$ cat config.mk
export PLATFORM = sky130hd
export DESIGN_NAME = lsu_ctrl_flat
export DESIGN_NICKNAME = d
export VERILOG_FILES = /design/src/source/lsu_pkg.sv /design/src/source/dmem_if.sv /design/src/source/lsu_ctrl.sv /design/src/flat_wrapper.sv
export SDC_FILE = /design/constraint.sdc
export NUM_CORES = 1
export LEC_CHECK = 0
export ABC_AREA = 1
export BUFFER_PORTS_ARGS = -buffer_cell sky130_fd_sc_hd__buf_4
export CAP_MARGIN = 20
export CORE_MARGIN = 8
export CORE_UTILIZATION = 39
export CTS_CLUSTER_DIAMETER = 40
export DETAILED_ROUTE_END_ITERATION = 16
export GPL_TIMING_DRIVEN = 0
export PLACE_DENSITY = 0.68
export SYNTH_ARGS = -nofsm -noshare
export SYNTH_HDL_FRONTEND = slang
export SYNTH_SLANG_ARGS = --single-unit
$ cat constraint.sdc
create_clock -name clk -period 5.2 [get_ports clk]
set_input_delay 1.04 -clock clk [delete_from_list [all_inputs] [get_ports clk]]
set_output_delay 1.04 -clock clk [all_outputs]
set_load 0.005 [all_outputs]
$ cat src/source/lsu_pkg.sv
package lsu_pkg;

    // Access width as encoded by the issue stage
    typedef enum logic [1:0] {
        MW_BYTE   = 2'd0,
        MW_HALF   = 2'd1,
        MW_WORD   = 2'd2,
        MW_DOUBLE = 2'd3
    } mem_width_t;

    // What the load formatter needs to know about the op in the memory stage
    typedef struct packed {
        mem_width_t width;
        logic       is_unsigned;
        logic [2:0] byte_off;
    } mem_op_t;

    // Data memory geometry, one entry per 64-bit word
    localparam int DMEM_WORDS = 256;
    localparam int DMEM_AW    = 8;

endpackage

$ cat src/source/dmem_if.sv
`timescale 1ns/1ps

interface dmem_if;

    // Request, a single-cycle strobe
    logic [63:0] addr;
    logic [63:0] wdata;
    logic [7:0]  wmask;
    logic        wen;
    logic        valid;

    // Read data, one cycle after a read request
    logic [63:0] rdata;

    modport fmt (
        output addr,
        output wdata,
        output wmask
    );

    modport ctrl (
        output valid,
        output wen
    );

    modport mem (
        input  addr,
        input  wdata,
        input  wmask,
        input  wen,
        input  valid,
        output rdata
    );

endinterface

$ cat src/source/lsu_ctrl.sv
`timescale 1ns/1ps

module lsu_ctrl (
    input  logic             clk,
    input  logic             rst,
    input  logic             issue_valid,
    input  logic             issue_speculate,
    input  logic             abort,
    input  logic             wb_ready,
    input  logic             issue_wb_en,
    input  logic [63:0]      issue_pc,
    input  logic [4:0]       issue_dst,
    input  logic             unaligned,
    input  lsu_pkg::mem_op_t op,
    output logic             issue_ready,
    dmem_if.ctrl             dmem,
    output lsu_pkg::mem_op_t m_op,
    output logic             advance,
    output logic             wb_valid,
    output logic [63:0]      wb_pc,
    output logic [4:0]       wb_dst,
    output logic             wb_wb_en,
    output logic             unaligned_load,
    output logic             unaligned_store,
    output logic [63:0]      unaligned_epc
);
    import lsu_pkg::*;

    logic        accept;
    logic        go;
    logic        exc;
    logic        stall;
    logic        m_valid;
    logic        m_spec;
    logic        m_kill;
    logic        m_cancel;
    logic [63:0] m_pc;
    logic [4:0]  m_dst;
    logic        m_wb_en;
    mem_op_t     m_op_r;

    // Both stages full and the writeback register not being taken
    assign stall = m_valid && wb_valid && !wb_ready;

    assign issue_ready = !rst && !stall;
    assign accept      = issue_valid && issue_ready;

    // Aborted or unaligned ops are taken off the port but go no further
    assign go  = accept && !abort && !unaligned;
    assign exc = accept && !abort && unaligned;

    // Memory is accessed in the address cycle
    assign dmem.valid = go;
    assign dmem.wen   = !issue_wb_en;

    // Memory stage moves on when the writeback register is free or emptying
    assign advance = m_valid && (!wb_valid || wb_ready);

    // Abort counts against a speculative op only in the cycle right after acceptance
    assign m_cancel = m_kill || (m_spec && abort);

    assign m_op = m_op_r;

    always_ff @(posedge clk) begin
        if (rst) begin
            m_valid         <= 1'b0;
            m_spec          <= 1'b0;
            m_kill          <= 1'b0;
            wb_valid        <= 1'b0;
            unaligned_load  <= 1'b0;
            unaligned_store <= 1'b0;
        end else begin
            if (go) begin
                m_valid <= 1'b1;
            end else if (advance) begin
                m_valid <= 1'b0;
            end

            m_spec <= go && issue_speculate;

            // Remember a late abort while the op waits for writeback
            if (go || advance) begin
                m_kill <= 1'b0;
            end else if (m_cancel) begin
                m_kill <= 1'b1;
            end

            if (advance) begin
                wb_valid <= !m_cancel;
            end else if (wb_ready) begin
                wb_valid <= 1'b0;
            end

            // One-cycle exception pulses
            unaligned_load  <= exc && issue_wb_en;
            unaligned_store <= exc && !issue_wb_en;
        end
    end

    always_ff @(posedge clk) begin
        if (go) begin
            m_pc    <= issue_pc;
            m_dst   <= issue_dst;
            m_wb_en <= issue_wb_en;
            m_op_r  <= op;
        end
        if (advance) begin
            wb_pc    <= m_pc;
            wb_dst   <= m_dst;
            wb_wb_en <= m_wb_en;
        end
        if (exc) begin
            unaligned_epc <= issue_pc;
        end
    end

endmodule

$ cat src/flat_wrapper.sv
// flat-port wrapper written by rule: the top's interface ports become plain ports
module lsu_ctrl_flat import lsu_pkg::*;
  (clk, rst, issue_valid, issue_speculate, abort, wb_ready, issue_wb_en, issue_pc, issue_dst, unaligned, op, issue_ready, m_op, advance, wb_valid, wb_pc, wb_dst, wb_wb_en, unaligned_load, unaligned_store, unaligned_epc, dmem_valid, dmem_wen);
  dmem_if dmem_i ();
  input  logic clk;
  input  logic rst;
  input  logic issue_valid;
  input  logic issue_speculate;
  input  logic abort;
  input  logic wb_ready;
  input  logic issue_wb_en;
  input  logic [63:0] issue_pc;
  input  logic [4:0] issue_dst;
  input  logic unaligned;
  input  lsu_pkg::mem_op_t op;
  output logic issue_ready;
  output lsu_pkg::mem_op_t m_op;
  output logic advance;
  output logic wb_valid;
  output logic [63:0] wb_pc;
  output logic [4:0] wb_dst;
  output logic wb_wb_en;
  output logic unaligned_load;
  output logic unaligned_store;
  output logic [63:0] unaligned_epc;
  output wire logic [$bits(dmem_i.valid)-1:0] dmem_valid;
  output wire logic [$bits(dmem_i.wen)-1:0] dmem_wen;
  assign dmem_valid = dmem_i.valid;
  assign dmem_wen = dmem_i.wen;
  lsu_ctrl u_core (.clk(clk), .rst(rst), .issue_valid(issue_valid), .issue_speculate(issue_speculate), .abort(abort), .wb_ready(wb_ready), .issue_wb_en(issue_wb_en), .issue_pc(issue_pc), .issue_dst(issue_dst), .unaligned(unaligned), .op(op), .issue_ready(issue_ready), .dmem(dmem_i), .m_op(m_op), .advance(advance), .wb_valid(wb_valid), .wb_pc(wb_pc), .wb_dst(wb_dst), .wb_wb_en(wb_wb_en), .unaligned_load(unaligned_load), .unaligned_store(unaligned_store), .unaligned_epc(unaligned_epc));
endmodule
# Word-level counts from Yosys, hierarchy flattened
# Index checks and enable logic that the tools add are counted.
[op_classes]
n_mux = 4
reduce_logical = 26
[op_table]
columns = ["operator", "count"]
rows = [
  ["logical AND 1 bit", 12],
  ["zero test 1 bit", 8],
  ["two-way mux 1 bit", 4],
  ["nonzero test 2 bit", 2],
  ["logical OR 1 bit", 3],
  ["OR reduction 2 bit", 1],
]
[word_totals]
register_bits = 216
input_bits = 83
output_inout_bits = 147
elab_cells = 46

# Longest topological paths before layout
[depth]
word_depth = 9
mapped_depth = 5
ltp_nobuf = 5

# Worst setup path before layout
# No wires, ideal clock.
[synth_timing]
path_kind = "input port to output port"
start = "in issue_valid"
end = "out dmem_valid"
arrival_ps = 3307
required_ps = 4160
path_slack_ps = 853
stages = 4
n_path_buf = 0
path_cell_list = "inv_1 nor2_4 nand3_2 nor2_2"
[synth_between]
elab_chain_len = 3
[synth_lines]
columns = ["element", "line_no", "rtl"]
rows = [
  ["from (decl)", "flat_wrapper.sv:7", "input logic issue_valid;"],
  ["logical AND 1 bit", "lsu_ctrl.sv:46", "assign accept = issue_valid && issue_ready;"],
  ["logical AND 1 bit (2 in series)", "lsu_ctrl.sv:49", "assign go = accept && !abort && !unaligned;"],
  ["to (decl)", "flat_wrapper.sv:26", "output wire logic [$bits(dmem_i.valid)-1:0] dmem_valid;"],
]
# No other way between the ends.

# Worst setup path in the final report
[layout_timing]
start = "in abort"
end = "out dmem_valid"
[layout_between]
elab_chain_len = 3
[layout_lines]
columns = ["element", "line_no", "rtl"]
rows = [
  ["from (decl)", "flat_wrapper.sv:9", "input logic abort;"],
  ["zero test 1 bit", "lsu_ctrl.sv:49", ""],
  ["logical AND 1 bit (2 in series)", "lsu_ctrl.sv:49", ""],
]
# No other way between the ends.

==> metrics.md <==
| Metric | Value |
|---|---|
| Outcome | completed |
| Num CTS Buffers | 29 |
| Period minus WS final | between 3 and 4 ns |
| Initial antenna violation count | 0 |
| Bufs and invs on worst path | 3 |
| Fmax | about 300 MHz |
| CTS H-tree depth | 1 |
| Worst reg2reg startpoint | u_core.wb_valid |
| Crit-path cells | buf_4 -> nor2_4 -> nand3_2 -> nor2_4 -> buf_12 -> buf_4 |
| Largest stage delay, worst path | roughly 0.46 ns |
| Tightest Pin Transition | 0.916 ns |
| Final design utilization | 57.7% |
| Peak supply drop | 0.000254 V |
| Pins Over Slew Limit | 0 |
| Vias per inst | between 4 and 5 |
| Syn. warnings | 0 |
| Netlist cell types | 12 |
| HPWL after DPL | between 9000 and 10000 µm |
| Sequential-to-total area share from yosys stat | slightly below 100% |
| Tot GR Track Use | 12.5% |
| Fin crit share | 64.8% |
| Die W | 146 µm |
| Syn Nets | between 300 and 400 |
| Initial core utilization | between 30% and 40% |
| Synthesized area | between 6000 and 7000 µm² |
| Area grow syn2layout | 44.9% |
| HP Start | u_core.m_pc[25] |
| Critical Path Source | abort |
| Die area | roughly 21000 µm² |
| GPL Wtd Cong | between 0.7 and 0.8 |
| Standard-cell rows | 47 |
| Nets | 591 |
| DRT Pass-1 Iters | 4 |
| CTS tree | done |
| # IOs | 230 |
| Worst hold slack | between 0.4 and 0.5 ns |
| Slew Limit Headroom | about two fifths |
| Cell Pwr Density | just over 400 nW/µm² |
| CTS max path bufs | 3 |
| Data arrival, critical path | 2.33 ns |
| Root Buffer | clkbuf_16 |
| GRT overflow | 0 |
| Number of buffers added on ports | 229 |
| Reg clk slew, reported paths | approximately 0.06 ns |
| M3 GR Usage | 5.81% |
| Clock Sink Count | between 200 and 250 |
| Vias | 3296 |
| Fin. Hold Viols | 0 |
| Post-CTS Setup Bufs | 0 |
| Pleak | 3.60 nW |
| CP Capture Type | primary output |
| Crit-path max FO | 32 |
| WL/cell | approximately 19 µm |
| Max-Cap Viols | 0 |
| RSZ-0062 raised after global routing | no |
| ANT nets after route | 0 |
| GRT busiest layer | met2 |
| Synth Register Bits | approximately 220 |
| Slowest CP cell | nor2_4 |
| Delay-heaviest family, CP | simple AND/OR/NAND/NOR gates |
| Crit Path Class | in -> out |
| Core area | 16500 µm² |
| Die height | 146 µm |
| Post-Route WL | 13900 µm |
| M2 GR Usage | about 22% |
| # setup viols final | 0 |
| Post-CTS Hold Buffers | 0 |
| Cts repair resizes | 0 |
| Post-Route Skew | around 0.011 ns |
| Starting DRC count in detailed routing | between 100 and 150 |
| Vias in the first global route | roughly 3600 |
| Worst skew pair latency | between 0.5 and 0.6 ns |
| Grt met1 use | 13.1% |
| Antenna Cells | 0 |
| First-pass GRT wire length | approximately 21000 µm |
| Hold Path Class | reg -> reg |
| DR DRC count | 0 |
| Largest net degree at the start of global routing | 72 |
| Crit path required time | about 4.2 ns |
| Gate Count Post-Synth | 245 |
| CP startpoint kind | primary input |
| Fraction of layout cells with a size suffix above 1 | about 54% |
| Syn Area/Cell | between 20 and 30 µm² |
-- worst register-to-register path, stage by stage, from the launching register on --
cell,delay [ns]
dfxtp_1,0.34
nand2_1,0.08
nor2_2,0.05
nor2_4,0.10
nand3_2,0.11
inv_2,0.52
buf_12,0.31
-- power breakdown --
group / internal [mW] / total, mW / switching (mW)
sequential: 1.95 / 1.95 / 0.00842
clock: 1.08 / 1.79 / 0.707
combinational: 0.0615 / 0.107 / 0.0460
total: 3.09 / 3.85 / 0.762
-- per-stage QoR --
stage | instances | setup slack (ns) | power, mW | TNS (ns) | instance area [µm²]
floorplan | 245 | 0.853 | 2.01 | 0 | 6580
global route | 748 | 1.69 | 3.97 | 0 | 9530
detailed placement | 697 | 1.81 | 2.10 | 0 | 8640
CTS | 748 | 1.81 | 3.89 | 0 | 9530
finish | 748 | 1.83 | 3.85 | 0 | 9530
global placement | 694 | -0.607 | 2.09 | -0.607 | 8570
-- placed cells by master (no fill, tap or decap), drive strengths merged --
cell      netlist  routed
nor2            8       8
dfxtp           6       6
nor3            1       1
a21oi           2       2
clkinv          0      12
edfxtp        210     210
a31oi           1       1
bufinv          0       1
buf             0     232
nand2           4       4
inv             9      14
clkinvlp        0       1
clkbuf          0      32
nand3           4       4
-- synth_stat cells --
master,instances,area [µm²]
edfxtp_1,210,6310
inv_1,9,33.8
dfxtp_1,6,120
nand2_1,4,15.0
nor2_1,3,11.3
nor2_2,3,18.8
a21oi_1,2,10.0
nand3_1,2,10.0
nand3_2,2,20.0
nor2_4,2,22.5
a31oi_1,1,6.26
nor3_1,1,5.00
-- routing by layer --
metal	up-vias	part of all wire, %
li1	1503	-
met1	1600	36
met2	166	52
met3	27	10
met4	0	2.4
met5	-	0
-- flip-flops by register name, indices dropped and copies added, names as in the netlist --
register	count
u_core.m_wb_en	1
u_core.unaligned_load	1
u_core.wb_dst	5
u_core.m_kill	1
u_core.m_pc	64
u_core.m_dst	5
u_core.unaligned_epc	64
u_core.wb_wb_en	1
u_core.wb_valid	1
u_core.m_op	6
u_core.unaligned_store	1
u_core.m_valid	1
u_core.wb_pc	64
u_core.m_spec	1
-- final cells by class --
cell class                 instances  area [µm²]
clock buffer                      32         737
clock inverter                    19         156
fill                            1247        6990
inverter                           9        36.3
multi-input combinational         20         124
sequential                       216        6430
tap                              220         275
timing repair buffer             232        1780
-- worst paths after layout --
path / end / slack (ns) / depth (start not counted)
setup / recovery: dmem_valid / 1.83 / 6
hold / removal: u_core.wb_pc[25] / 0.41 / 0
hold reg to reg: u_core.wb_pc[25] / 0.41 / 0
setup reg to reg: u_core.unaligned_epc[59] / 3.34 / 6
-- logic make-up (layout without fill, tap and decap cells) --
logic type	after synthesis	after routing	synth area share [%]
flip-flops	216	216	97.7
AND/OR/NAND/NOR	17	17	1.56
buffers and inverters	9	292	0.513
AO/OA/AOI/OAI	3	3	0.247
Power figures use the tool's default switching activity.
