## src/source/lsu_pkg.sv

```systemverilog
package lsu_pkg;

    // Access width as encoded by the issue stage
    typedef enum logic [1:0] {
        MW_BYTE   = 2'd0,
        MW_HALF   = 2'd1,
        MW_WORD   = 2'd2,
        MW_DOUBLE = 2'd3
    } mem_width_t;

    // What the load formatter needs to know about the op in the memory stage
    typedef struct packed {
        mem_width_t width;
        logic       is_unsigned;
        logic [2:0] byte_off;
    } mem_op_t;

    // Data memory geometry, one entry per 64-bit word
    localparam int DMEM_WORDS = 256;
    localparam int DMEM_AW    = 8;

endpackage

```

## src/source/lsu_load_format.sv

```systemverilog
`timescale 1ns/1ps

module lsu_load_format (
    input  logic             clk,
    input  logic             rst,
    input  logic [63:0]      rdata,
    input  lsu_pkg::mem_op_t m_op,
    input  logic             advance,
    output logic [63:0]      wb_result
);
    import lsu_pkg::*;

    logic [7:0]  lane_b;
    logic [15:0] lane_h;
    logic [31:0] lane_w;
    logic [63:0] result;

    // Lanes picked by the low address bits of the op
    assign lane_b = rdata[{m_op.byte_off, 3'b000} +: 8];
    assign lane_h = rdata[{m_op.byte_off[2:1], 4'b0000} +: 16];
    assign lane_w = rdata[{m_op.byte_off[2], 5'b00000} +: 32];

    always_comb begin
        case (m_op.width)
            MW_BYTE: begin
                if (m_op.is_unsigned) begin
                    result = {56'd0, lane_b};
                end else begin
                    result = {{56{lane_b[7]}}, lane_b};
                end
            end
            MW_HALF: begin
                if (m_op.is_unsigned) begin
                    result = {48'd0, lane_h};
                end else begin
                    result = {{48{lane_h[15]}}, lane_h};
                end
            end
            MW_WORD: begin
                if (m_op.is_unsigned) begin
                    result = {32'd0, lane_w};
                end else begin
                    result = {{32{lane_w[31]}}, lane_w};
                end
            end
            default: result = rdata;
        endcase
    end

    // Stores pass through here too, their result is never used
    always_ff @(posedge clk) begin
        if (rst) begin
            wb_result <= 64'd0;
        end else if (advance) begin
            wb_result <= result;
        end
    end

endmodule

```

## config.mk

```make
export PLATFORM = sky130hd
export DESIGN_NAME = lsu_load_format
export DESIGN_NICKNAME = d
export VERILOG_FILES = /design/src/source/lsu_pkg.sv /design/src/source/lsu_load_format.sv
export SDC_FILE = /design/constraint.sdc
export NUM_CORES = 1
export LEC_CHECK = 0
export ABC_AREA = 1
export BUFFER_PORTS_ARGS = -buffer_cell sky130_fd_sc_hd__buf_2
export CAP_MARGIN = 40
export CORE_ASPECT_RATIO = 0.8
export CORE_MARGIN = 2
export CORE_UTILIZATION = 42
export DETAILED_ROUTE_END_ITERATION = 6
export PLACE_DENSITY = 0.77
export SLEW_MARGIN = 5
export SYNTH_ARGS = -nofsm -noshare
export SYNTH_HDL_FRONTEND = slang
export SYNTH_SLANG_ARGS = --single-unit
```

## constraint.sdc

```tcl
create_clock -name clk -period 1.9 [get_ports clk]
set_clock_uncertainty 0.2 [all_clocks]
set_input_delay 0.475 -clock clk [delete_from_list [all_inputs] [get_ports clk]]
set_output_delay 0.475 -clock clk [all_outputs]
set_load 0.01 [all_outputs]
```

Yosys cells after proc, flatten, opt, wreduce, memory -nomap -nowiden
Cells that the tools add are included.
{"block": "totals", "reg_bits": 64, "inputBits": 73, "wordCells": 11}
{"block": "op_classes", "eq_ne": 2, "n_shift": 3, "n_mux": 4, "reduce_logical": 1}
{"cell": "$mux W64", "count": 3}
{"cell": "$pmux W64 S3", "count": 1}
{"cell": "$shiftx A64 B7 Y16", "count": 1}
{"cell": "$shiftx A64 B7 Y32", "count": 1}
{"cell": "$shiftx A64 B7 Y8", "count": 1}
{"cell": "$eq A2 B1 Y1 const B", "count": 1}
{"cell": "$eq A2 B2 Y1 const B", "count": 1}
{"cell": "$logic_not A2 Y1", "count": 1}

Longest topological paths before layout
Gate-level depths: netlist of the first run.
{"block": "depth", "depth_word": 3, "mapped_depth": 11, "ltp_nobuf": 9}

Least setup slack after synthesis of the first run
No wires, ideal clock.
{"block": "synth_path", "path_type": "input-to-reg", "start": "in m_op[1] (netlist bit)", "end": "reg wb_result[51]", "setup_time_ns": 0.112, "arrival_ns": 1.432, "required_time_ns": 1.588, "setup_slack_ns": 0.155, "cell_stages": 10, "cell_sequence": "buf_4 nand2_1 nand3_1 nand3_1 nand2_2 nand3_4 nand3_4 buf_8 o21ai_2 inv_1"}
{"block": "synth_between", "elab_chain_len": 3}
{"element": "from (decl)", "line_no": "lsu_load_format.sv:7", "source": "input lsu_pkg::mem_op_t m_op,"}
{"element": "$shiftx A64 B7 Y16 / $shiftx A64 B7 Y8 (equally long branches)", "line_no": "lsu_load_format.sv:20, lsu_load_format.sv:19"}
{"element": "$mux W64 (on tied branches)", "line_no": "lsu_load_format.sv:33, lsu_load_format.sv:26"}
{"element": "$pmux W64 S3 *", "line_no": "lsu_load_format.sv:24", "source": "case (m_op.width)"}
{"element": "to (signal assigned)", "line_no": "lsu_load_format.sv:55", "source": "wb_result <= result;"}
{"element": "to (decl)", "line_no": "lsu_load_format.sv:9", "source": "output logic [63:0] wb_result"}
Mark *: on every way between the ends. The rest lies on a longest branch, timed or not.
A chain may end at the register's enable or synchronous reset.

Worst setup path after layout of the first run
{"block": "layout_path", "start": "in m_op[4] (netlist bit)", "end": "reg wb_result[12]"}
{"block": "layout_between", "elab_chain_len": 2}
{"element": "$eq A2 B2 Y1, or another cell as far along", "line_no": "lsu_load_format.sv:24"}
{"element": "$pmux W64 S3 *", "line_no": "lsu_load_format.sv:24"}
Marks and branches as above.

==> results by stage, run 1 <==
Status:
- The flow ran to the end, and the final reports show no timing, DRC or antenna violations.

Setup path:
- Data on the critical path is required at its endpoint by 1.96 ns.
- In this design, the stage delay of the slowest critical-path cell is 0.23 ns.
- At the worst endpoint, the arrival time is 1.73 ns.
- Counting cells, the worst reg-to-reg path comes to 2.
- The setup check on the worst reg-to-reg path leaves a slack of 0.98 ns.
- The worst setup path is captured at a register.
- The most repeated library cell on the critical path is a21oi_1.
- The cell family contributing the most delay on the critical path is buffers and inverters.
- The critical setup path kind is in -> reg.
- The critical path's slowest cell is nand2_4.
- Along the worst path, the maximum fanout reaches 38.
- The number of buffers and inverters on the critical path is 4.
- The endpoint identified for the worst register-to-register timing path is wb_result[1].
- The beginning of the worst register-to-register path is wb_result[1].
- Walking the worst path, the cells encountered are buf_2 -> buf_4 -> nand2_4 -> inv_1 -> buf_12 -> a21oi_1 -> nand2_1 -> a21oi_1.
- STA classifies the critical path startpoint as an input pin.

Floorplan:
- Measured along the x axis, the die boundary spans 119 µm.
- In this run the count of I/O pins placed on the die edge is 137.
- For this configuration, the core starts out at a cell density of 0.432.
- The placeable core region is 10,300 µm².
- The die area is 11,400 µm².
- After floorplanning, the core was divided into 33 placement rows.
- The die height is 96.0 µm.

Detailed routing:
- For this block, the initial DRC count from the detailed router was 448.
- In the routed design, unresolved DRC markers number 0.
- The pre-antenna-repair detailed-routing pass consisted of 5 iterations.
- The routed layout has 5,240 vias.
- The total wirelength of the detailed-routed design is 15,100 µm.
- In the final routed layout, each cell accounts on average for 14.7 µm.
- The number of antenna-violating nets in the routed design is 0.
- Dividing the detail-routed via count by the number of cells gives 5.10.

Global route:
- For this run, the total global-route usage over all layers was measured as 0.270.
- The first-pass GRT wire length is 24,400 µm.
- After global routing the overflow that remains totals 0.
- The number of global-route vias before repair is 4,915.
- The number of antenna violations at the first check in global routing is 0.
- The maximum number of pins on one net before global-route repair is 51.

CTS:
- After clock tree synthesis, the clock-pin slew on the worst setup and hold paths is 0.05 ns.
- The number of clock buffers added by TritonCTS is 9.
- The tree built by TritonCTS fans out to 64 sinks.
- The clock latency reported for the late side of the worst-skew pair is 0.33 ns.
- The number of H-tree levels is 3.
- Counting along the longest clock path gives a buffer depth of 2.
- The number of gates resized after CTS was 0.
- TritonCTS built the clock tree.
- Hold repair after CTS inserted 0 buffers.
- The post-CTS setup buffer count is 0.
- The tree is rooted in a clkbuf_16.

Layout:
- The register with the most flip-flops in the layout has 64 of them.
- The signed area change from the synthesized netlist to the final layout is 31.8%.
- Counting the fill cells in the layout gives 1,043.
- The largest registers in the layout are wb_result (64).
- The final-stage net count is 956.
- Counting flops per register, the top entry is wb_result.
- The number of antenna diodes in the final layout is 0.
- Once layout is complete, the cells apart from fillers number 1,028.
- Of the cells placed in the final design, the portion with a size suffix greater than 1 is 0.302.
- After routing the design area is 5850 µm².
- Measured on the finished design, the core utilization comes to 0.569.

Power:
- The cell leakage power is 3.14 nW.
- The power per cell area is 726 nW/µm².
- After layout, the design draws a total of 4.25 mW.
- Across the VDD grid, the largest voltage drop is 0.482 mV.

Logic synthesis:
- The most used flip-flop cell after synthesis is dfxtp_1.
- Counting flops with an async set or reset pin after synthesis yields a share of 0.
- The cell with the most instances after synthesis is nand2_1.
- In the synthesized netlist, the cells that appear most often are nand2_1 (178), nor2_1 (116), inv_1 (81).
- The total nets after synthesis is 800.
- In the synthesized netlist, the number of instances is 727.
- The synthesized netlist contains 31 unique library cells.
- The cell area that synthesis handed to floorplanning was 4440 µm².
- The count of flip-flops with a built-in enable after synthesis is 0.
- The number of storage elements in the synthesis netlist is 64.
- Of the synthesized area, sequential elements account for 0.289.
- In the post-synthesis netlist, the biggest area contributors are dfxtp_1 (29%), nand2_1 (15%), nor2_1 (9.8%).
- For this run, the number of Yosys warnings is 0.
- A synthesized cell averages 6.11 µm².
- The area share of the largest cell type after synthesis is 0.289.
- The largest total area in the synthesized netlist belongs to dfxtp_1.

Min path:
- The end point of the worst hold path is wb_result[15].
- The worst hold path depth is 2.
- The type of the most critical hold path is reg -> reg.
- The startpoint of the tightest hold check path is wb_result[15].

Timing:
- The maximum frequency from static timing analysis is 598 MHz.
- The count of final hold-check violations was 0.
- The final number of max-transition violations was 0.
- In the post-route analysis, the smallest setup slack over all paths is 0.228 ns.
- The number of endpoints failing setup at the final stage is 0.
- The worst pin sits at a relative slew slack of 0.780.
- The post-route clock period utilization is 0.880.
- The transition time at the pin with the least slew margin is 0.327 ns.
- The smallest hold slack is 0.263 ns.
- Summed over all failing endpoints, the final setup total negative slack is 0 ns.
- Setup repair after global routing left no endpoint under its margin.
- The clock period could shrink to 1.67 ns.

Place:
- The final weighted congestion in routability-driven placement is 0.951.
- The worst slack after detailed placement is -0.0919 ns.
- The total placed instance area is 5550 µm².
- In this run the tool buffered the top-level ports with 136 buffer cells.
- Including well taps, the total number of placed cells is 1,012.
- Once detailed placement completed, the half-perimeter wirelength came to 11,600 µm.

Run:
- The tool flagged a number of max-cap violations equal to 0.
==> worst register-to-register path, cell delays in order (launching register included) <==
cell,delay [ns]
dfxtp_1,0.34
o21ai_0,0.20
a21oi_1,0.06
==> cell usage in the layout (no fill, tap or decap), drive strengths merged <==
cell type	count
clkbuf	9
clkinvlp	2
a211oi	1
nand3	27
o211ai	12
nor3	2
nand4	1
o22ai	6
or2	4
and3	1
bufinv	1
a21oi	73
nand2	181
o21ai	91
clkinv	4
dfxtp	64
nor2	119
o21a	3
inv	86
a31oi	7
buf	194
==> worst max-delay path by stage <==
stage                     startpoint            end  cells after the start
after floorplan              m_op[1]  wb_result[51]                     10
after global placement       m_op[2]  wb_result[53]                      8
after detailed placement     m_op[4]  wb_result[12]                      8
after CTS                    m_op[4]  wb_result[12]                      8
after global routing         m_op[1]  wb_result[53]                     11
final                        m_op[4]  wb_result[12]                      8
==> area by class of cell <==
class / count / area, µm² / share of cell area
clock buffers: 9 / 225 / 0.0385
multi-input cells: 528 / 2560 / 0.437
inverters: 86 / 323 / 0.0552
flip-flops and latches: 64 / 1280 / 0.219
clock inverters: 7 / 72.6 / 0.0124
repair buffers: 194 / 1220 / 0.208
well taps: 140 / 175 / 0.0299
==> layer usage <==
metal / routed length, µm / global-route usage / vias to the layer above / share of wire
met3: 1220 / 0.0569 / 26 / 0.081
met5: 0 / 0 / - / 0
li1: - / - / 2636 / -
met1: 6960 / 0.359 / 2363 / 0.46
met4: 293 / 0.0784 / 0 / 0.019
met2: 6630 / 0.446 / 215 / 0.44
==> where the power goes <==
part | switching, mW | total [mW] | internal (mW) | leakage, nW
Sequential | 0.0511 | 1.49 | 1.44 | 0.529
Clock | 0.648 | 1.66 | 1.01 | 0.141
Combinational | 0.654 | 1.09 | 0.439 | 2.47
Total | 1.35 | 4.25 | 2.89 | 3.14
==> kinds of logic after synthesis <==
kind of cell,after synthesis,share of synthesized area
buf+inv,135,0.135
compound gates,193,0.264
flops,64,0.289
simple gates,335,0.313
No activity file was read; power rests on OpenSTA's default activity.
==> inputs of run 2 (changes only) <==
--- a/config.mk
+++ b/config.mk
@@ -8,11 +8,13 @@
 export ABC_AREA = 1
 export BUFFER_PORTS_ARGS = -buffer_cell sky130_fd_sc_hd__buf_2
 export CAP_MARGIN = 40
+export CELL_PAD_IN_SITES_DETAIL_PLACEMENT = 0
+export CELL_PAD_IN_SITES_GLOBAL_PLACEMENT = 1
 export CORE_ASPECT_RATIO = 0.8
 export CORE_MARGIN = 2
-export CORE_UTILIZATION = 42
+export CORE_UTILIZATION = 35
 export DETAILED_ROUTE_END_ITERATION = 6
-export PLACE_DENSITY = 0.77
+export PLACE_DENSITY = 0.9
 export SLEW_MARGIN = 5
 export SYNTH_ARGS = -nofsm -noshare
 export SYNTH_HDL_FRONTEND = slang
==> run 2 against run 1 <==
Global-route usage is 3.9 points lower. Die area up 19%. Via count fell by 1.4%. Hold slack got worse by 0.0041 ns. Power down 2.4%. Sequential power is essentially flat. Critical path depth is 3 higher. Cell count up 2.9%. Register-to-register slack gained 0.03 ns. Cell area about the same. Fmax is 0.31% higher. Routed wire length is 2.9% higher. Critical path type unchanged. Largest power group unchanged.
==> results by stage, run 2 (synthesized netlist as in run 1, its figures left out) <==
Layout:
- The area growth from synthesis to layout is 31.9%.
- The total area of sequential cells is 1280 µm².
- In the layout the commonest cells are nand2_1 (178), buf_2 (136), nor2_1 (116).
- The finished cells cover 5850 µm².
- The number of inserted diodes is 0.
- Of the cells placed in the final design, the portion with a size suffix greater than 1 is 0.300.
- The register with the most flip-flops is wb_result.
- Summing all multi-input logic gate instances after layout gives 2560 µm².
- Leaving out fill and tap cells, the most frequent cell in the layout is nand2_1.
- The number of inserted filler cells in the final layout is 1,344.
- The largest registers in the layout are wb_result (64).
- In the final design database the tool counted 956 nets.
- The register with the most flip-flops in the layout has 64 of them.

Timing:
- The final number of max-transition violations is 0.
- The count of final hold-check violations is 0.
- The post-route clock period utilization is 0.878.
- The smallest hold slack is 0.259 ns.
- The accumulated negative setup slack is 0 ns.
- At the pin with the least slew margin, the transition time is 0.361 ns.
- The final critical path time including I/O delays and setup is 1.67 ns.
- The worst max-slew margin expressed relative to the limit is 0.760.
- Setup repair after global routing left no endpoint under its margin.
- Setup slack on the critical path of the routed design comes to 0.233 ns.
- The maximum frequency from static timing analysis is 600 MHz.
- Setup violations remaining at the end of the flow were counted as 0.

CTS:
- The post-CTS setup buffer count is 0.
- The TritonCTS buffer count is 9.
- The clock passes through at most 2 buffers.
- The clock tree synthesis step divided the H-tree into 3 levels.
- The number of hold buffers added after CTS was 0.
- Clock-pin slew was measured on the worst setup and hold paths at 0.06 ns.
- In this run, post-CTS repair resized a total of 0 instances.
- The clock drives 64 sinks.
- For the worst-skew pair, the clock arrives at the later sink with an insertion delay of 0.33 ns.
- The CTS tree is done.
- The library cell used as clock root buffer is clkbuf_16.

Power:
- Summing internal, switching and leakage power gives 4.14 mW.
- The peak supply drop is 0.384 mV.
- In this run the power density over the cells is 708 nW/µm².
- The cell leakage power is 3.13 nW.

Detailed routing:
- The number of violations reported at the end of detailed-routing iteration 0 is 436.
- After detailed routing, the number of vias per cell comes to 4.88.
- The first TritonRoute pass finished after 5 iterations.
- After detailed routing, the average wire length per cell comes to 14.7 µm.
- The final routed DRC violation total is 0.
- The detailed router placed 5,167 vias in this run.
- Once detail routing completed, the nets flagged for antenna violations numbered 0.
- Summed over all layers, the routed wires come to 15,500 µm.

Global route:
- Global routing finished with a remaining overflow of 0.
- The maximum number of pins on one net before global-route repair is 51.
- The combined global-route utilization of all metal layers is 0.231.
- The number of antenna violations at the first check in global routing was 0.
- The first-pass GRT wire length is 24,800 µm.
- The number of global-route vias before repair was 4,792.

Floorplan:
- The die area is 13,600 µm².
- The die height is 105 µm.
- The initialized floorplan defines 36 standard-cell rows.
- The die width is 130 µm.
- For this configuration, the core starts out at a cell density of 0.361.
- The number of placed I/O pins is 137.
- In this run the standard cell core region covers 12,300 µm².

Setup path:
- The cell family contributing the most delay on the critical path is simple AND/OR/NAND/NOR gates.
- STA classifies the critical path endpoint as a register.
- Data on the critical path is required at its endpoint by 1.92 ns.
- For this design, the slowest cell found on the critical path is nor2_1.
- For the worst setup path, the data arrival time is 1.69 ns.
- The startpoint type of the worst setup path is an input pin.
- Along the worst path, the maximum fanout reaches 5.
- Together, buffers and inverters on the worst path number 4.
- The most repeated library cell on the critical path is nor2_1.
- In this design, the stage delay of the slowest critical-path cell is 0.20 ns.
- The critical path goes through buf_2 -> inv_1 -> buf_4 -> nor2_1 -> inv_1 -> nor2_1 -> nor2_1 -> nand2_1 -> nand3_1 -> nand2_1 -> a21oi_1.
- By startpoint and endpoint, the worst setup path is classified as in -> reg.

Place:
- The total placed instance area is 5580 µm².
- OpenSTA, run right after detailed placement, puts the worst setup slack at -0.0954 ns.
- The number of I/O port buffers is 136.
- The estimated wirelength of the detail-placed design is 12,000 µm.
- The congestion estimate from routability-driven global placement came to 0.994.

Status:
- The flow ran to the end, and the final reports show no timing, DRC or antenna violations.

Min path:
- In this run the worst hold path is classified as reg -> reg.

Run:
- The tool flagged a number of max-cap violations equal to 0.
## run 2: changes by cell type in the layout (fill, tap and decap cells not counted), sizes merged
cell,previous run,this run
bufinv,1,0
clkinvlp,2,1
clkbuf,9,12
clkinv,4,2
## run 2: metal layers
layer | share of wire | global-route usage
met1 | 0.46 | 0.327
met4 | 0.015 | 0.0637
met2 | 0.43 | 0.350
met3 | 0.094 | 0.0543
met5 | 0 | 0
## run 2: tightest hold or removal path, stage by stage (launching register included)
cell	delay, ns
dfxtp_1	0.30
nand2_1	0.06
a21oi_1	0.05
## run 2: where the power goes
group / internal [mW] / switching (mW)
Sequential: 1.44 / 0.0472
Clock: 0.942 / 0.614
Combinational: 0.439 / 0.660
## run 2: layout make-up
class	count	area share
clock buffer	12	0.0438
timing repair buffer	194	0.206
sequential	64	0.219
clock inverter	3	0.00299
multi-input combinational	528	0.437
inverter	86	0.0551
tap	171	0.0365
## run 2: final timing paths
check,end,start,slack (ns),depth (start not counted)
hold / removal,wb_result[8],wb_result[8],0.26,2
hold reg to reg,wb_result[8],wb_result[8],0.26,2
setup reg to reg,wb_result[32],wb_result[32],1.01,4
setup / recovery,wb_result[3],m_op[2],0.23,11
## run 2: metrics by stage
step / util / cells
2_1_floorplan: - / 727
3_3_place_gp: 0.454 / 1043
3_5_place_dp: 0.454 / 1043
4_1_cts: 0.476 / 1058
5_1_grt: 0.476 / 1058
6_report: 0.476 / 1058
==> inputs of run 3 (changes only) <==
--- a/config.mk
+++ b/config.mk
@@ -6,15 +6,15 @@
 export NUM_CORES = 1
 export LEC_CHECK = 0
 export ABC_AREA = 1
-export BUFFER_PORTS_ARGS = -buffer_cell sky130_fd_sc_hd__buf_2
 export CAP_MARGIN = 40
 export CELL_PAD_IN_SITES_DETAIL_PLACEMENT = 0
 export CELL_PAD_IN_SITES_GLOBAL_PLACEMENT = 1
 export CORE_ASPECT_RATIO = 0.8
 export CORE_MARGIN = 2
-export CORE_UTILIZATION = 35
+export CORE_UTILIZATION = 42
 export DETAILED_ROUTE_END_ITERATION = 6
-export PLACE_DENSITY = 0.9
+export DONT_BUFFER_PORTS = 1
+export PLACE_DENSITY = 0.87
 export SLEW_MARGIN = 5
 export SYNTH_ARGS = -nofsm -noshare
 export SYNTH_HDL_FRONTEND = slang
==> run 3 against run 2 <==
Clock power about the same. Cell area decreased by 19%. Die area decreased by 16%. Hold slack got worse by 0.22 ns. Critical endpoint is now wb_result[2]. Cell count decreased by 20%. Critical path type unchanged. Register-to-register slack got worse by 0.07 ns. Count of clock-buffer cells in the layout increased by 1. Fmax increased by 8.8%.
==> results by stage, run 3 (synthesized netlist as in run 1, its figures left out) <==
Setup path:
- STA classifies the critical path endpoint as a register.
- The startpoint type of the worst setup path is an input pin.
- Data on the critical path arrives at its endpoint at 1.55 ns.
- The largest fanout on the critical path is 29.
- The critical path is of the in -> reg type.
- STA puts the critical path data required time at 1.92 ns.

Floorplan:
- The placeable core region is 10,300 µm².
- The initial standard-cell utilization of the core is 0.432.
- The die area is 11,400 µm².
- The floorplan step set the die height to 96.0 µm.
- In this run the horizontal extent of the chip is 119 µm.
- The number of placed I/O pins is 137.
- The count of standard-cell rows is 33.

Global route:
- The remaining global-route overflow is 0.
- The number of antenna violations at the first check in global routing came to 0.
- The first-pass GRT wire length is 22,900 µm.
- Entering global routing, the biggest net connects 80 pins.
- For this run, the total global-route usage over all layers was measured as 0.256.
- The number of global-route vias before repair is 4,439.

Layout:
- In the layout the commonest cells are nand2_1 (178), nor2_1 (116), inv_1 (81).
- The largest registers in the layout are wb_result (64).
- The register with the most flip-flops in the layout has 64 of them.
- The area growth from synthesis to layout is 6.29%.
- The final-stage net count is 772.
- For this run, the share of the core covered by cells in the final layout is 0.459.
- The register with the most flip-flops is wb_result.
- The number of inserted filler cells in the final layout is 1,134.
- Leaving out fill and tap cells, the most frequent cell in the layout is nand2_1.
- The number of inserted diodes is 0.
- The number of non-filler instances in the completed layout is 844.
- The fraction of layout cells with a size suffix above 1 is 0.115.
- After routing the design area is 4720 µm².

Timing:
- The smallest hold slack is 0.0360 ns.
- The number of endpoints failing setup at the final stage is 0.
- After routing, the total negative slack on setup checks comes to 0 ns.
- The count of final hold-check violations is 0.
- Subtracting the final worst setup slack from the clock period gives 1.53 ns.
- The transition time at the pin with the least slew margin is 0.457 ns.
- The worst pin sits at a relative slew slack of 0.694.
- Derived from the worst setup path, the maximum achievable clock frequency is 652 MHz.
- The final number of max-transition violations was 0.
- Setup repair after global routing left no endpoint under its margin.
- In the finished design, the share of the clock period the worst path needs comes to 0.807.

CTS:
- Counting along the longest clock path gives a buffer depth of 2.
- The number of hold buffers added after CTS was 0.
- The post-CTS setup buffer count is 0.
- The root buffer cell chosen for the clock tree is clkbuf_16.
- Clock-pin slew was measured on the worst setup and hold paths at 0.05 ns.
- The clock reaches the later pin of the worst-skew pair after 0.33 ns.
- The number of H-tree levels is 3.
- The total number of clock tree sinks is 64.
- The number of clock buffers added by TritonCTS is 9.
- TritonCTS built the clock tree.
- The post-cts gate resize count is 0.

Place:
- The final weighted congestion in routability-driven placement is 0.902.
- The total placed instance area is 4450 µm².
- The estimated wirelength of the detail-placed design is 10,500 µm.
- The number of cells in the design after placement is 828.
- Input and output buffers added on the ports amount to 0.

Detailed routing:
- The total via count after detailed routing is 4,547.
- The number of violations reported at the end of detailed-routing iteration 0 is 328.
- The count of nets left with antenna violations once routing finished came out at 0.
- The detail-routed via count per cell is 5.39.
- Wires add up to 14,500 µm.
- The detailed-router iteration count before antenna repair is 5.
- In the routed design, unresolved DRC markers number 0.
- The average detailed-routed wire length per instance is 17.2 µm.

Power:
- The switching part of the total power is 0.303.
- Cell internal power was estimated by the tool at 2.60 mW.
- Of the total power, combinational logic draws 0.175.
- The net load switching power is 1.13 mW.
- For this design the static power due to leakage is 2.27 nW.
- The peak supply drop is 0.321 mV.
- Dividing total power by cell area gives a power density of 792 nW/µm².
- Of the total power, the clock network draws 0.408.
- The fraction of power consumed by sequential logic is 0.417.

Run:
- Max-cap violations in this run came to 0.

Min path:
- The type of the most critical hold path is in -> reg.

Status:
- The run finished with clean final reports.
[run 3: cell types whose count changed in the layout (fill, tap and decap cells not counted)]
cell,change
buf_4,-44
buf_12,-4
buf_2,-136
clkbuf_8,-1
clkbuf_1,+2
[run 3: worst max-delay path, stage by stage]
cell and delay [ns]:
inv_2 0.07, buf_4 0.25, nand2_1 0.21, o22ai_1 0.16
inv_1 0.06, o211ai_1 0.08, nand3_1 0.09, nor2_1 0.10
nor2_1 0.05
[run 3: metal layers]
layer / wire, µm / global-route usage
met2: 6680 / 0.446
met5: 0 / 0
met1: 6050 / 0.296
met4: 221 / 0.0744
met3: 1520 / 0.0989
[run 3: worst paths after layout]
check	from	to	slack (ns)	cells after the start
max	m_op[1]	wb_result[2]	0.37	9
max reg2reg	wb_result[55]	wb_result[55]	0.94	4
min	rst	wb_result[26]	0.04	1
min reg2reg	wb_result[11]	wb_result[11]	0.31	2
[run 3: layout make-up]
class | instances | area [µm²] | share of cell area
clock buffers | 13 | 250 | 0.0530
repair buffers | 10 | 113 | 0.0239
well taps | 140 | 175 | 0.0371
clock inverters | 3 | 17.5 | 0.00371
multi-input cells | 528 | 2560 | 0.542
inverters | 86 | 323 | 0.0684
flip-flops and latches | 64 | 1280 | 0.272
[run 3: through the flow]
stage	power, mW	worst slack [ns]
floorplan	2.17	0.155
global placement	2.23	0.0346
detailed placement	2.24	0.0463
CTS	3.77	0.387
global route	3.92	0.274
finish	3.74	0.367
[run 3: power groups by stage]
stage	logic (mW)	registers (mW)	clock network, mW
after global placement	0.645	1.59	0
final	0.655	1.56	1.53
after CTS	0.658	1.56	1.56
after floorplan	0.604	1.56	0
after global routing	0.750	1.57	1.60
after detailed placement	0.655	1.59	0
